--- src/source/mod_params_pkg.sv ---
package mod_params_pkg;

    // carrier timing
    localparam int WAVELENGTH  = 16;   // samples per bit
    localparam int HALF_PERIOD = 8;    // phase offset applied to a zero bit
    localparam int QUARTER     = 4;    // samples per quadrant

    // DAC sample format, offset binary
    localparam int SAMPLE_WIDTH = 12;
    localparam int SAMPLE_MID   = 2048;   // zero level of the carrier, also idle

    // quarter-wave magnitudes indexed by distance into the quadrant
    // entry QUARTER is the crest
    localparam logic [SAMPLE_WIDTH-1:0] QUARTER_LUT [0:QUARTER] = '{
        12'd0,
        12'd784,
        12'd1448,
        12'd1892,
        12'd2047
    };

    // bit slots the sequencer can hold ahead of the bit being played
    localparam int BIT_CREDITS = 2;

endpackage
--- src/source/mod_types_pkg.sv ---
package mod_types_pkg;

    import mod_params_pkg::*;

    // one unsigned DAC sample
    typedef logic [SAMPLE_WIDTH-1:0] sample_t;

    // sample index within one carrier period
    typedef logic [$clog2(WAVELENGTH)-1:0] phase_t;

    // credit or occupancy count, sized for the queue depth
    typedef logic [3:0] credit_t;

endpackage

--- src/source/bit_if.sv ---
// serial bit link with credit return

interface bit_if;

    logic valid;    // one bit offered this cycle
    logic value;    // the bit itself
    logic last;     // lsb of its word
    logic credit;   // one bit slot freed in the sequencer

    modport tx (
        output valid,
        output value,
        output last,
        input  credit
    );

    modport rx (
        input  valid,
        input  value,
        input  last,
        output credit
    );

endinterface

--- src/source/bpsk_transmitter.sv ---
module bpsk_transmitter
    import mod_types_pkg::*;
#(
    parameter int DATA_SIZE   = 16,
    parameter int QUEUE_DEPTH = 4
) (
    input  logic                 clk,
    input  logic                 rst_n,
    input  logic                 in_valid,
    input  logic [DATA_SIZE-1:0] in_data,
    output logic                 in_credit,
    output sample_t              sample_out,
    output logic                 sample_valid,
    output logic                 word_done
);

    // queue to serializer
    logic                 word_valid;
    logic [DATA_SIZE-1:0] word_data;
    logic                 word_pop;

    // sequencer to synth
    logic   phase_valid;
    phase_t phase;
    logic   bit_value;
    logic   last_sample;

    bit_if u_bits ();

    word_queue #(
        .DATA_SIZE   (DATA_SIZE),
        .QUEUE_DEPTH (QUEUE_DEPTH)
    ) u_queue (
        .clk        (clk),
        .rst_n      (rst_n),
        .in_valid   (in_valid),
        .in_data    (in_data),
        .in_credit  (in_credit),
        .word_valid (word_valid),
        .word_data  (word_data),
        .word_pop   (word_pop)
    );

    bit_serializer #(
        .DATA_SIZE (DATA_SIZE)
    ) u_serializer (
        .clk        (clk),
        .rst_n      (rst_n),
        .word_valid (word_valid),
        .word_data  (word_data),
        .word_pop   (word_pop),
        .bits       (u_bits.tx)
    );

    carrier_sequencer u_sequencer (
        .clk         (clk),
        .rst_n       (rst_n),
        .bits        (u_bits.rx),
        .phase_valid (phase_valid),
        .phase       (phase),
        .bit_value   (bit_value),
        .last_sample (last_sample)
    );

    carrier_synth u_synth (
        .clk          (clk),
        .rst_n        (rst_n),
        .phase_valid  (phase_valid),
        .phase        (phase),
        .bit_value    (bit_value),
        .last_sample  (last_sample),
        .sample_out   (sample_out),
        .sample_valid (sample_valid),
        .word_done    (word_done)
    );

endmodule

--- src/source/carrier_synth.sv ---
module carrier_synth
    import mod_params_pkg::*;
    import mod_types_pkg::*;
(
    input  logic    clk,
    input  logic    rst_n,
    input  logic    phase_valid,
    input  phase_t  phase,
    input  logic    bit_value,
    input  logic    last_sample,
    output sample_t sample_out,
    output logic    sample_valid,
    output logic    word_done
);

    phase_t     eff_phase;
    logic [1:0] quadrant;
    logic [1:0] pos;        // distance into the quadrant
    logic [2:0] lut_idx;
    sample_t    magnitude;
    sample_t    sample_next;

    // a zero bit is the same sine half a period later
    assign eff_phase = phase_t'((phase + (bit_value ? 0 : HALF_PERIOD)) % WAVELENGTH);
    assign quadrant  = 2'(eff_phase / QUARTER);
    assign pos       = 2'(eff_phase % QUARTER);

    // odd quadrants walk the table backwards
    assign lut_idx   = quadrant[0] ? 3'(QUARTER - pos) : 3'(pos);
    assign magnitude = QUARTER_LUT[lut_idx];

    // second half of the period swings below midpoint
    assign sample_next = quadrant[1] ? sample_t'(SAMPLE_MID) - magnitude
                                     : sample_t'(SAMPLE_MID) + magnitude;

    always_ff @(posedge clk) begin
        if (!rst_n) begin
            sample_out   <= sample_t'(SAMPLE_MID);
            sample_valid <= 1'b0;
            word_done    <= 1'b0;
        end else begin
            sample_out   <= phase_valid ? sample_next : sample_t'(SAMPLE_MID);
            sample_valid <= phase_valid;
            word_done    <= last_sample;   // lines up with the final sample of a word
        end
    end

endmodule

--- src/source/carrier_sequencer.sv ---
module carrier_sequencer
    import mod_params_pkg::*;
    import mod_types_pkg::*;
(
    input  logic   clk,
    input  logic   rst_n,
    bit_if.rx      bits,
    output logic   phase_valid,
    output phase_t phase,
    output logic   bit_value,
    output logic   last_sample
);

    localparam int BUF_W = (BIT_CREDITS > 1) ? $clog2(BIT_CREDITS) : 1;

    logic             buf_value [BIT_CREDITS];
    logic             buf_last  [BIT_CREDITS];
    logic [BUF_W-1:0] wr_idx;
    logic [BUF_W-1:0] rd_idx;
    credit_t          buf_count;

    logic   playing;     // a bit is on the carrier
    logic   cur_value;
    logic   cur_last;
    phase_t phase_q;
    logic   at_end;
    logic   start;

    assign at_end = phase_q == phase_t'(WAVELENGTH - 1);
    // next buffered bit begins right after phase 15, or at once when idle
    assign start  = (buf_count != '0) && (!playing || at_end);

    assign phase_valid = playing;
    assign phase       = phase_q;
    assign bit_value   = cur_value;
    assign last_sample = playing && cur_last && at_end;

    always_ff @(posedge clk) begin
        if (bits.valid) begin
            buf_value[wr_idx] <= bits.value;
            buf_last[wr_idx]  <= bits.last;
        end
        if (start) begin
            cur_value <= buf_value[rd_idx];
            cur_last  <= buf_last[rd_idx];
        end
    end

    always_ff @(posedge clk) begin
        if (!rst_n) begin
            wr_idx      <= '0;
            rd_idx      <= '0;
            buf_count   <= '0;
            playing     <= 1'b0;
            phase_q     <= '0;
            bits.credit <= 1'b0;
        end else begin
            if (bits.valid) wr_idx <= (wr_idx == BUF_W'(BIT_CREDITS - 1)) ? '0 : wr_idx + 1'b1;
            if (start) rd_idx <= (rd_idx == BUF_W'(BIT_CREDITS - 1)) ? '0 : rd_idx + 1'b1;

            case ({bits.valid, start})
                2'b10:   buf_count <= buf_count + 1'b1;
                2'b01:   buf_count <= buf_count - 1'b1;
                default: buf_count <= buf_count;
            endcase

            if (start) playing <= 1'b1;
            else if (at_end) playing <= 1'b0;

            if (start || at_end) phase_q <= '0;
            else if (playing) phase_q <= phase_q + 1'b1;

            bits.credit <= start;   // slot freed as the bit leaves the buffer
        end
    end

    // serializer credits bound what can arrive, so the buffer never overflows
    a_buffer_overflow: assert property (
        @(posedge clk) disable iff (!rst_n)
        bits.valid |-> buf_count < credit_t'(BIT_CREDITS)
    ) else $error("bit arrived with the buffer full");

endmodule

--- src/source/bit_serializer.sv ---
module bit_serializer
    import mod_params_pkg::*;
    import mod_types_pkg::*;
#(
    parameter int DATA_SIZE = 16
) (
    input  logic                 clk,
    input  logic                 rst_n,
    input  logic                 word_valid,
    input  logic [DATA_SIZE-1:0] word_data,
    output logic                 word_pop,
    bit_if.tx                    bits
);

    localparam int CNT_W = $clog2(DATA_SIZE + 1);

    logic [DATA_SIZE-1:0] shift_q;     // msb is the next bit out
    logic [CNT_W-1:0]     remaining;   // bits of the current word not yet sent
    credit_t              credits;
    logic                 send;
    logic                 load;

    assign send = (remaining != '0) && (credits != '0);
    // take the next word when idle or while the final bit goes out
    assign load = word_valid && ((remaining == '0) || (send && remaining == CNT_W'(1)));

    assign word_pop   = load;
    assign bits.valid = send;
    assign bits.value = shift_q[DATA_SIZE-1];
    assign bits.last  = remaining == CNT_W'(1);

    always_ff @(posedge clk) begin
        if (load) shift_q <= word_data;
        else if (send) shift_q <= shift_q << 1;
    end

    always_ff @(posedge clk) begin
        if (!rst_n) begin
            remaining <= '0;
            credits   <= credit_t'(BIT_CREDITS);
        end else begin
            if (load) remaining <= CNT_W'(DATA_SIZE);
            else if (send) remaining <= remaining - 1'b1;

            case ({send, bits.credit})
                2'b10:   credits <= credits - 1'b1;
                2'b01:   credits <= credits + 1'b1;
                default: credits <= credits;
            endcase
        end
    end

    // sequencer must never hand back more slots than it granted
    a_credit_bound: assert property (
        @(posedge clk) disable iff (!rst_n)
        credits <= credit_t'(BIT_CREDITS)
    ) else $error("bit credit count above grant");

endmodule

--- src/source/word_queue.sv ---
module word_queue
    import mod_types_pkg::*;
#(
    parameter int DATA_SIZE   = 16,
    parameter int QUEUE_DEPTH = 4
) (
    input  logic                 clk,
    input  logic                 rst_n,
    input  logic                 in_valid,
    input  logic [DATA_SIZE-1:0] in_data,
    output logic                 in_credit,
    output logic                 word_valid,
    output logic [DATA_SIZE-1:0] word_data,
    input  logic                 word_pop
);

    localparam int PTR_W = (QUEUE_DEPTH > 1) ? $clog2(QUEUE_DEPTH) : 1;

    logic [DATA_SIZE-1:0] mem [QUEUE_DEPTH];
    logic [PTR_W-1:0]     wr_ptr;
    logic [PTR_W-1:0]     rd_ptr;
    credit_t              count;
    logic                 pop;

    assign word_valid = count != '0;
    assign word_data  = mem[rd_ptr];
    assign pop        = word_pop && word_valid;
    assign in_credit  = pop;   // a freed slot goes straight back upstream

    always_ff @(posedge clk) begin
        if (in_valid) mem[wr_ptr] <= in_data;
    end

    always_ff @(posedge clk) begin
        if (!rst_n) begin
            wr_ptr <= '0;
            rd_ptr <= '0;
            count  <= '0;
        end else begin
            if (in_valid) begin
                wr_ptr <= (wr_ptr == PTR_W'(QUEUE_DEPTH - 1)) ? '0 : wr_ptr + 1'b1;
            end
            if (pop) begin
                rd_ptr <= (rd_ptr == PTR_W'(QUEUE_DEPTH - 1)) ? '0 : rd_ptr + 1'b1;
            end
            case ({in_valid, pop})
                2'b10:   count <= count + 1'b1;
                2'b01:   count <= count - 1'b1;
                default: count <= count;
            endcase
        end
    end

    // the sender spends credits, so a write never lands on a full queue
    a_no_write_when_full: assert property (
        @(posedge clk) disable iff (!rst_n)
        !(in_valid && count == credit_t'(QUEUE_DEPTH))
    ) else $error("word written into a full queue");

endmodule

--- config.mk ---
export PLATFORM = sky130hd
export DESIGN_NAME = bpsk_transmitter
export DESIGN_NICKNAME = d
export VERILOG_FILES = /design/src/source/mod_params_pkg.sv /design/src/source/mod_types_pkg.sv /design/src/source/bit_if.sv /design/src/source/bpsk_transmitter.sv /design/src/source/carrier_synth.sv /design/src/source/carrier_sequencer.sv /design/src/source/bit_serializer.sv /design/src/source/word_queue.sv
export SDC_FILE = /design/constraint.sdc
export NUM_CORES = 1
export LEC_CHECK = 0
export ABC_AREA = 1
export CAP_MARGIN = 10
export CORE_MARGIN = 2
export CORE_UTILIZATION = 35
export CTS_BUF_LIST = sky130_fd_sc_hd__clkbuf_2
export CTS_CLUSTER_DIAMETER = 150
export DETAILED_ROUTE_END_ITERATION = 10
export DONT_BUFFER_PORTS = 1
export PLACE_DENSITY = 0.46
export SLEW_MARGIN = 20
export SYNTH_ARGS = -nofsm -noshare
export SYNTH_HDL_FRONTEND = slang
export SYNTH_SLANG_ARGS = --single-unit
--- constraint.sdc ---
create_clock -name clk -period 4.8 [get_ports clk]
set_input_delay 0.96 -clock clk [delete_from_list [all_inputs] [get_ports clk]]
set_output_delay 0.96 -clock clk [all_outputs]
set_load 0.01 [all_outputs]
* Word-level counts from Yosys, hierarchy flattened
Memory sizes are Yosys's and may differ from the RTL's. A register that Yosys moved wholly into a read port is not among the register bits. Index checks and enable logic that the tools add are counted.
Operators by class: add/subtract/negate cells 16, $lt $le $gt $ge 1, equality and inequality tests 10, multiplexer cells 24, bitwise operators 2, reduce and logical (&&, ||, !) cells 24
Operators with widths (count):
- $mux 12 | 3
- $mux 16 | 2
- $pmux 4 s2 | 3
- $add 4x1->4 const B | 4
- $add 12x12->12 const A | 1
- $reduce_bool 4->1 | 3
- $sub 12x12->12 const A | 1
- $sub 4x1->4 const B | 3
- $eq 2x2->1 const B | 5
- $mux 5 | 2
- $reduce_bool 2->1 | 5
- $mux 1 | 8
- $mux 2 | 4
- $logic_and 1x1->1 | 7
- $eq 2x1->1 const B | 3
- $eq 5x1->1 const B | 1
- $logic_not 5->1 | 1
- $reduce_bool 5->1 | 1
- $sub 5x1->5 const B | 1
- $add 2x1->2 const B | 2
- $add 4x4->4 | 1
- $eq 4x4->1 const B | 1
- $ge 4x4->1 const B | 1
- $mux 4 | 1
- other kinds (9) | 13
Storage, ports and cells: bits in registers 59, memory bits (writable) 68, ROM bits 96, output and inout bits 15, word-level logic and storage cells 97, memories 4
Memory list:
- (no name shown) | depth 8, bits a word 12, read ports 1, clocked after Yosys merged registers in 0, write ports 0, RTL line carrier_synth.sv:30 | assign magnitude = QUARTER_LUT[lut_idx];
- u_queue.mem | depth 4, bits a word 16, read ports 1, clocked after Yosys merged registers in 1, write ports 1, RTL line word_queue.sv:19 | logic [DATA_SIZE-1:0] mem [QUEUE_DEPTH];
- u_sequencer.buf_last | depth 2, bits a word 1, read ports 1, clocked after Yosys merged registers in 1, write ports 1, RTL line carrier_sequencer.sv:17 | logic buf_last [BIT_CREDITS];
- u_sequencer.buf_value | depth 2, bits a word 1, read ports 1, clocked after Yosys merged registers in 1, write ports 1, RTL line carrier_sequencer.sv:16 | logic buf_value [BIT_CREDITS];

* Longest topological paths before layout
depth in word-level cells 10, mapped depth 15

* By module
A second synthesis with hierarchy kept.
Unflattened totals: cells, all modules 556, area, all modules 5765.5 µm²
Modules (own cells, without submodules):
- word_queue | times used 1, cells each 232, area each 2936.6 µm²
- bit_serializer | times used 1, cells each 161, area each 1380.1 µm²
- carrier_sequencer | times used 1, cells each 88, area each 829.5 µm²
- carrier_synth | times used 1, cells each 75, area each 619.3 µm²

* Least setup slack after synthesis
No wires, ideal clock.
path kind register -> register, start point reg u_serializer.remaining[0], end point reg u_queue.count[3], arrival time 2079 ps, required time 4729 ps, setup slack 2651 ps, stages on the path, launching flop included 15, path buffers 1, cells stage by stage dfxtp_1 inv_1 ha_1 nand3_2 nand2_2 nand2_2 inv_2 buf_6 ha_1 ha_1 a21oi_1 nand2_1 xnor2_1 nand2_1 a21oi_1
On the way: longest elaborated chain between the ends 8, elaborated cells on any way between the ends 12, those cells by class 3 x eq/ne; 1 x mux; 8 x reduce/logical
Ends and longest elaborated chain:
- start, declared | RTL line bit_serializer.sv:18 | logic [CNT_W-1:0] remaining;
- start signal, assigned | RTL line bit_serializer.sv:42 | if (load) remaining <= CNT_W'(DATA_SIZE);
- start signal, assigned | RTL line bit_serializer.sv:43 | else if (send) remaining <= remaining - 1'b1;
- $reduce_bool 5->1 | RTL line bit_serializer.sv:23 | assign send = (remaining != '0) && (credits != '0);
- $logic_and 1x1->1 | RTL line bit_serializer.sv:23
- $logic_and 1x1->1 | RTL line bit_serializer.sv:25 | assign load = word_valid && ((remaining == '0) || (send && remaining == CNT_W'(1)));
- $logic_or 1x1->1 (*) | RTL line bit_serializer.sv:25
- $logic_and 1x1->1 (*) | RTL line bit_serializer.sv:25
- $logic_and 1x1->1 (*) | RTL line word_queue.sv:27 | assign pop = word_pop && word_valid;
- named net in_credit | RTL line bpsk_transmitter.sv:11 | output logic in_credit,
- $eq 2x1->1 / $eq 2x2->1 (equally long branches) | RTL line word_queue.sv:46 | case ({in_valid, pop})
- $pmux 4 s2 / $reduce_bool 2->1 (equally long branches)
- end signal, assigned | RTL line word_queue.sv:47 | 2'b10: count <= count + 1'b1;
- end signal, assigned | RTL line word_queue.sv:48 | 2'b01: count <= count - 1'b1;
- end signal, assigned | RTL line word_queue.sv:49 | default: count <= count;
- end, declared | RTL line word_queue.sv:22 | credit_t count;
The timed path passes the listed nets; every way through them passes the cells marked *. A chain may end at the register's enable or synchronous reset.

* Worst setup path after layout
start point reg u_serializer.remaining[0], end point out in_credit
On the way: longest elaborated chain between the ends 6, elaborated cells on any way between the ends 8, those cells by class 1 x eq/ne; 7 x reduce/logical
Ends and longest elaborated chain (RTL line):
- $reduce_bool 5->1 | bit_serializer.sv:23
- $logic_and 1x1->1 | bit_serializer.sv:23
- $logic_and 1x1->1 | bit_serializer.sv:25
- $logic_or 1x1->1 (*) | bit_serializer.sv:25
- $logic_and 1x1->1 (*) | bit_serializer.sv:25
- $logic_and 1x1->1 (*) | word_queue.sv:27
- end, declared | bpsk_transmitter.sv:11
Every way passes the cells marked *; elsewhere a longest branch is shown, timed or not.

==> qor.yml <==
sta:
  clock.fmax_ghz: 0.317
  worst_pin_slew_ps: 928
  timing_hold_violations_final: 0
  timing.max_slew.rel_slack: 0.381
  setup-tns-final_ps: 0
  post-route-period-util: 0.657
  rsz0062_at_grt: "false"
  post_route_minimum_period_ps: 3150
  finClkSkew_ps: 43.1
  timing_max_transition_violations_final: 0
  finalSetupViolCount: 0
power_and_ir_drop:
  pwr_density_cell_nw_per_um2: 596
  p_leak_nw: 2.32
  vdd_drop_max_mv: 0.185
  power.total_mw: 3.50
clocking:
  post_cts.repair.setup_buffers: 0
  cts_buffer_count: 17
  cts_resized: 0
  clock_tree.buffer_depth: 2
  cts.htree.levels: 4
  insertion_delay_ps: 680
  worst_path_clk_slew_ps: 220
  clock_sink_count: 131
  cts_hold_buffers: 0
  cts.root.buffer_cell: "clkbuf_2"
  tritoncts_clock_tree: "yes"
synthesis:
  yosysWarnings: 0
  post_synthesis_cell_area_sq_um: 5430
  synth_seq_area_share: 0.642
  synth_cell_types: 30
  syn-instance-count: 511
  postSynthAreaPerCell_sq_um: 10.6
  mappedNetlistNets: 552
  number_of_flip_flops_and_latches_in_the_synthesized_netlist: 131
layout:
  finish.net_count: 558
  final.fill_count: 1496
  final_layout_size_suffix_gt1_frac: 0.0868
  area_delta_synth_final_pct: 8.14
floorplanning:
  row_count: 45
  ios: 34
  chipHeight_um: 129
  dieArea_sq_um: 16500
  fp.coreArea_sq_um: 15200
  die_width_um: 129
  initial_util: 0.357
detailed_routing:
  wl_mm: 10.0
  ant_nets: 0
  routed-via-count: 3413
  route.detailed.drc: 0
  wl_per_cell_um: 14.0
  detail_route.iter0.violations: 218
  drt_pass1_iterations: 4
  routed_via_density: 4.75
place:
  dp_hpwl_mm: 6.35
  io_buffers: 0
  globalplace.congestion: 0.774
critical_path:
  crit_slowest_cell: "inv_2"
  cpMostUsedCell: "nand2_2"
  crit_chain: "inv_1, ha_1, nand3_2, nand2_2, nand2_2, inv_2"
  crit_type: "register to output pin"
  critPathLaunchType: "register"
  worstPathRequired_ps: 3840
  crit_path_max_incr_delay_ps: 400
  critical_path_peak_fanout: 20
  crit_path_end_kind: "output pin"
  arrival_ps: 2190
outcome:
  outcome: "finished clean"
run:
  max_cap_violations: 0
global_route:
  first_global_vias: 3440
  grt_max_degree: 34
  number_of_antenna_violations_at_the_first_check_in_global_routing: 1
  grt_first_pass_wirelength_mm: 16.9
  grtUsageTotal: 0.133
  grt_remaining_overflow: 0
hold_path:
  hold_class: "input port to register"
[routing by layer]
layer  track usage  part of all wire
met3        0.0520             0.049
met5             0                 0
met4        0.0422            0.0065
met1         0.157              0.45
met2         0.225              0.49
[cells by family (layout without fill, tap and decap cells)]
kind of cell,count (synthesis),after routing,share of synthesized area
other,0,1,0
XOR/XNOR,13,13,0.0224
AND/OR/NAND/NOR,195,195,0.146
flip-flops,131,131,0.642
buffers and inverters,60,79,0.0463
AO/OA/AOI/OAI,90,90,0.0892
adder cells (fa/ha/maj),22,22,0.0549
[worst max-delay path, delay by kind of cell (launching register included)]
kind / cells / cell delay (ps)
and+or+nand+nor: 3 / 460
buffers and inverters: 2 / 520
adders and majority gates: 1 / 180
DFF: 1 / 360
[stage by stage]
step                instances  hold WS (ps)  instance area (sq um)  worst slack, ps   util
floorplan                 511           421                   5430             2650      -
detailed placement        686           434                   5590             2070  0.368
global placement          686           430                   5590             2160  0.368
finish                    719           350                   5870             1650  0.386
CTS                       718           265                   5870             1540  0.386
global route              719           226                   5870             1410  0.386
[registers in the layout, indices dropped and copies added (netlist names), 4 cells and up, named ones only]
name and count:
u_serializer.credits 4, u_queue.mem 64, u_serializer.shift_q 16, u_sequencer.phase 4, u_synth.sample_out 12, u_sequencer.buf_count 4, u_serializer.remaining 5, u_queue.count 4
[Yosys cell counts, drive strengths merged]
library cell / n / area share
nand3b: 1 / 0.0014
a21oi: 26 / 0.025
edfxtp: 86 / 0.48
buf: 6 / 0.0090
o22ai: 15 / 0.017
o211ai: 1 / 0.0014
xor2: 4 / 0.0065
nand3: 17 / 0.017
nand4: 1 / 0.0012
or2: 2 / 0.0023
o21ai: 46 / 0.043
nor3: 4 / 0.0037
a211oi: 2 / 0.0028
nand2: 102 / 0.072
ha: 19 / 0.044
inv: 46 / 0.032
nor2: 67 / 0.047
xnor2: 9 / 0.016
fa: 3 / 0.011
dfxtp: 45 / 0.17
nor3b: 1 / 0.0014
clkbuf: 8 / 0.0055
[power by group]
part	total [mW]	internal, mW	leakage (nW)	switching, mW
Sequential	1.60	1.49	1.18	0.112
Clock	0.753	0.346	0.162	0.407
Combinational	1.14	0.386	0.981	0.752
Total	3.50	2.22	2.32	1.27
[cells in the final DEF (no fill, tap or decap), types with 3 or more instances in the layout]
cell,synthesis,layout
clkinv_2,0,3
inv_1,43,43
a21oi_1,25,25
clkbuf_2,0,19
nand2_1,99,99
o21ai_0,45,45
fa_1,3,3
nand3_1,16,16
xor2_1,4,4
dfxtp_1,45,45
nand2_2,3,3
inv_2,3,3
edfxtp_1,86,86
nor2_1,65,65
ha_1,19,19
bufinv_16,0,4
o22ai_1,15,15
nor3_1,4,4
xnor2_1,8,8
[path summary, 6_finish.rpt]
| kind | startpoint | endpoint | slack [ps] | depth (start not counted) |
|---|---|---|---|---|
| hold reg to reg | u_serializer.shift_q[15] | u_sequencer.buf_value[1] | 470 | 0 |
| setup / recovery | u_serializer.remaining[0] | in_credit | 1650 | 6 |
| setup reg to reg | u_serializer.remaining[0] | u_queue.count[3] | 2050 | 13 |
| hold / removal | in_data[3] | u_queue.mem[1][3] | 350 | 0 |
[cell type report]
cell class / instances / area (sq um) / area share
antenna: 1 / 2.50 / 0.000426
clock buffer: 19 / 95.1 / 0.0162
clock inverter: 13 / 180 / 0.0307
inverter: 46 / 173 / 0.0294
multi-input combinational: 320 / 1690 / 0.289
sequential: 131 / 3480 / 0.593
tap: 188 / 235 / 0.0401
timing repair buffer: 1 / 7.51 / 0.00128
(Power assumes the default switching activity.)
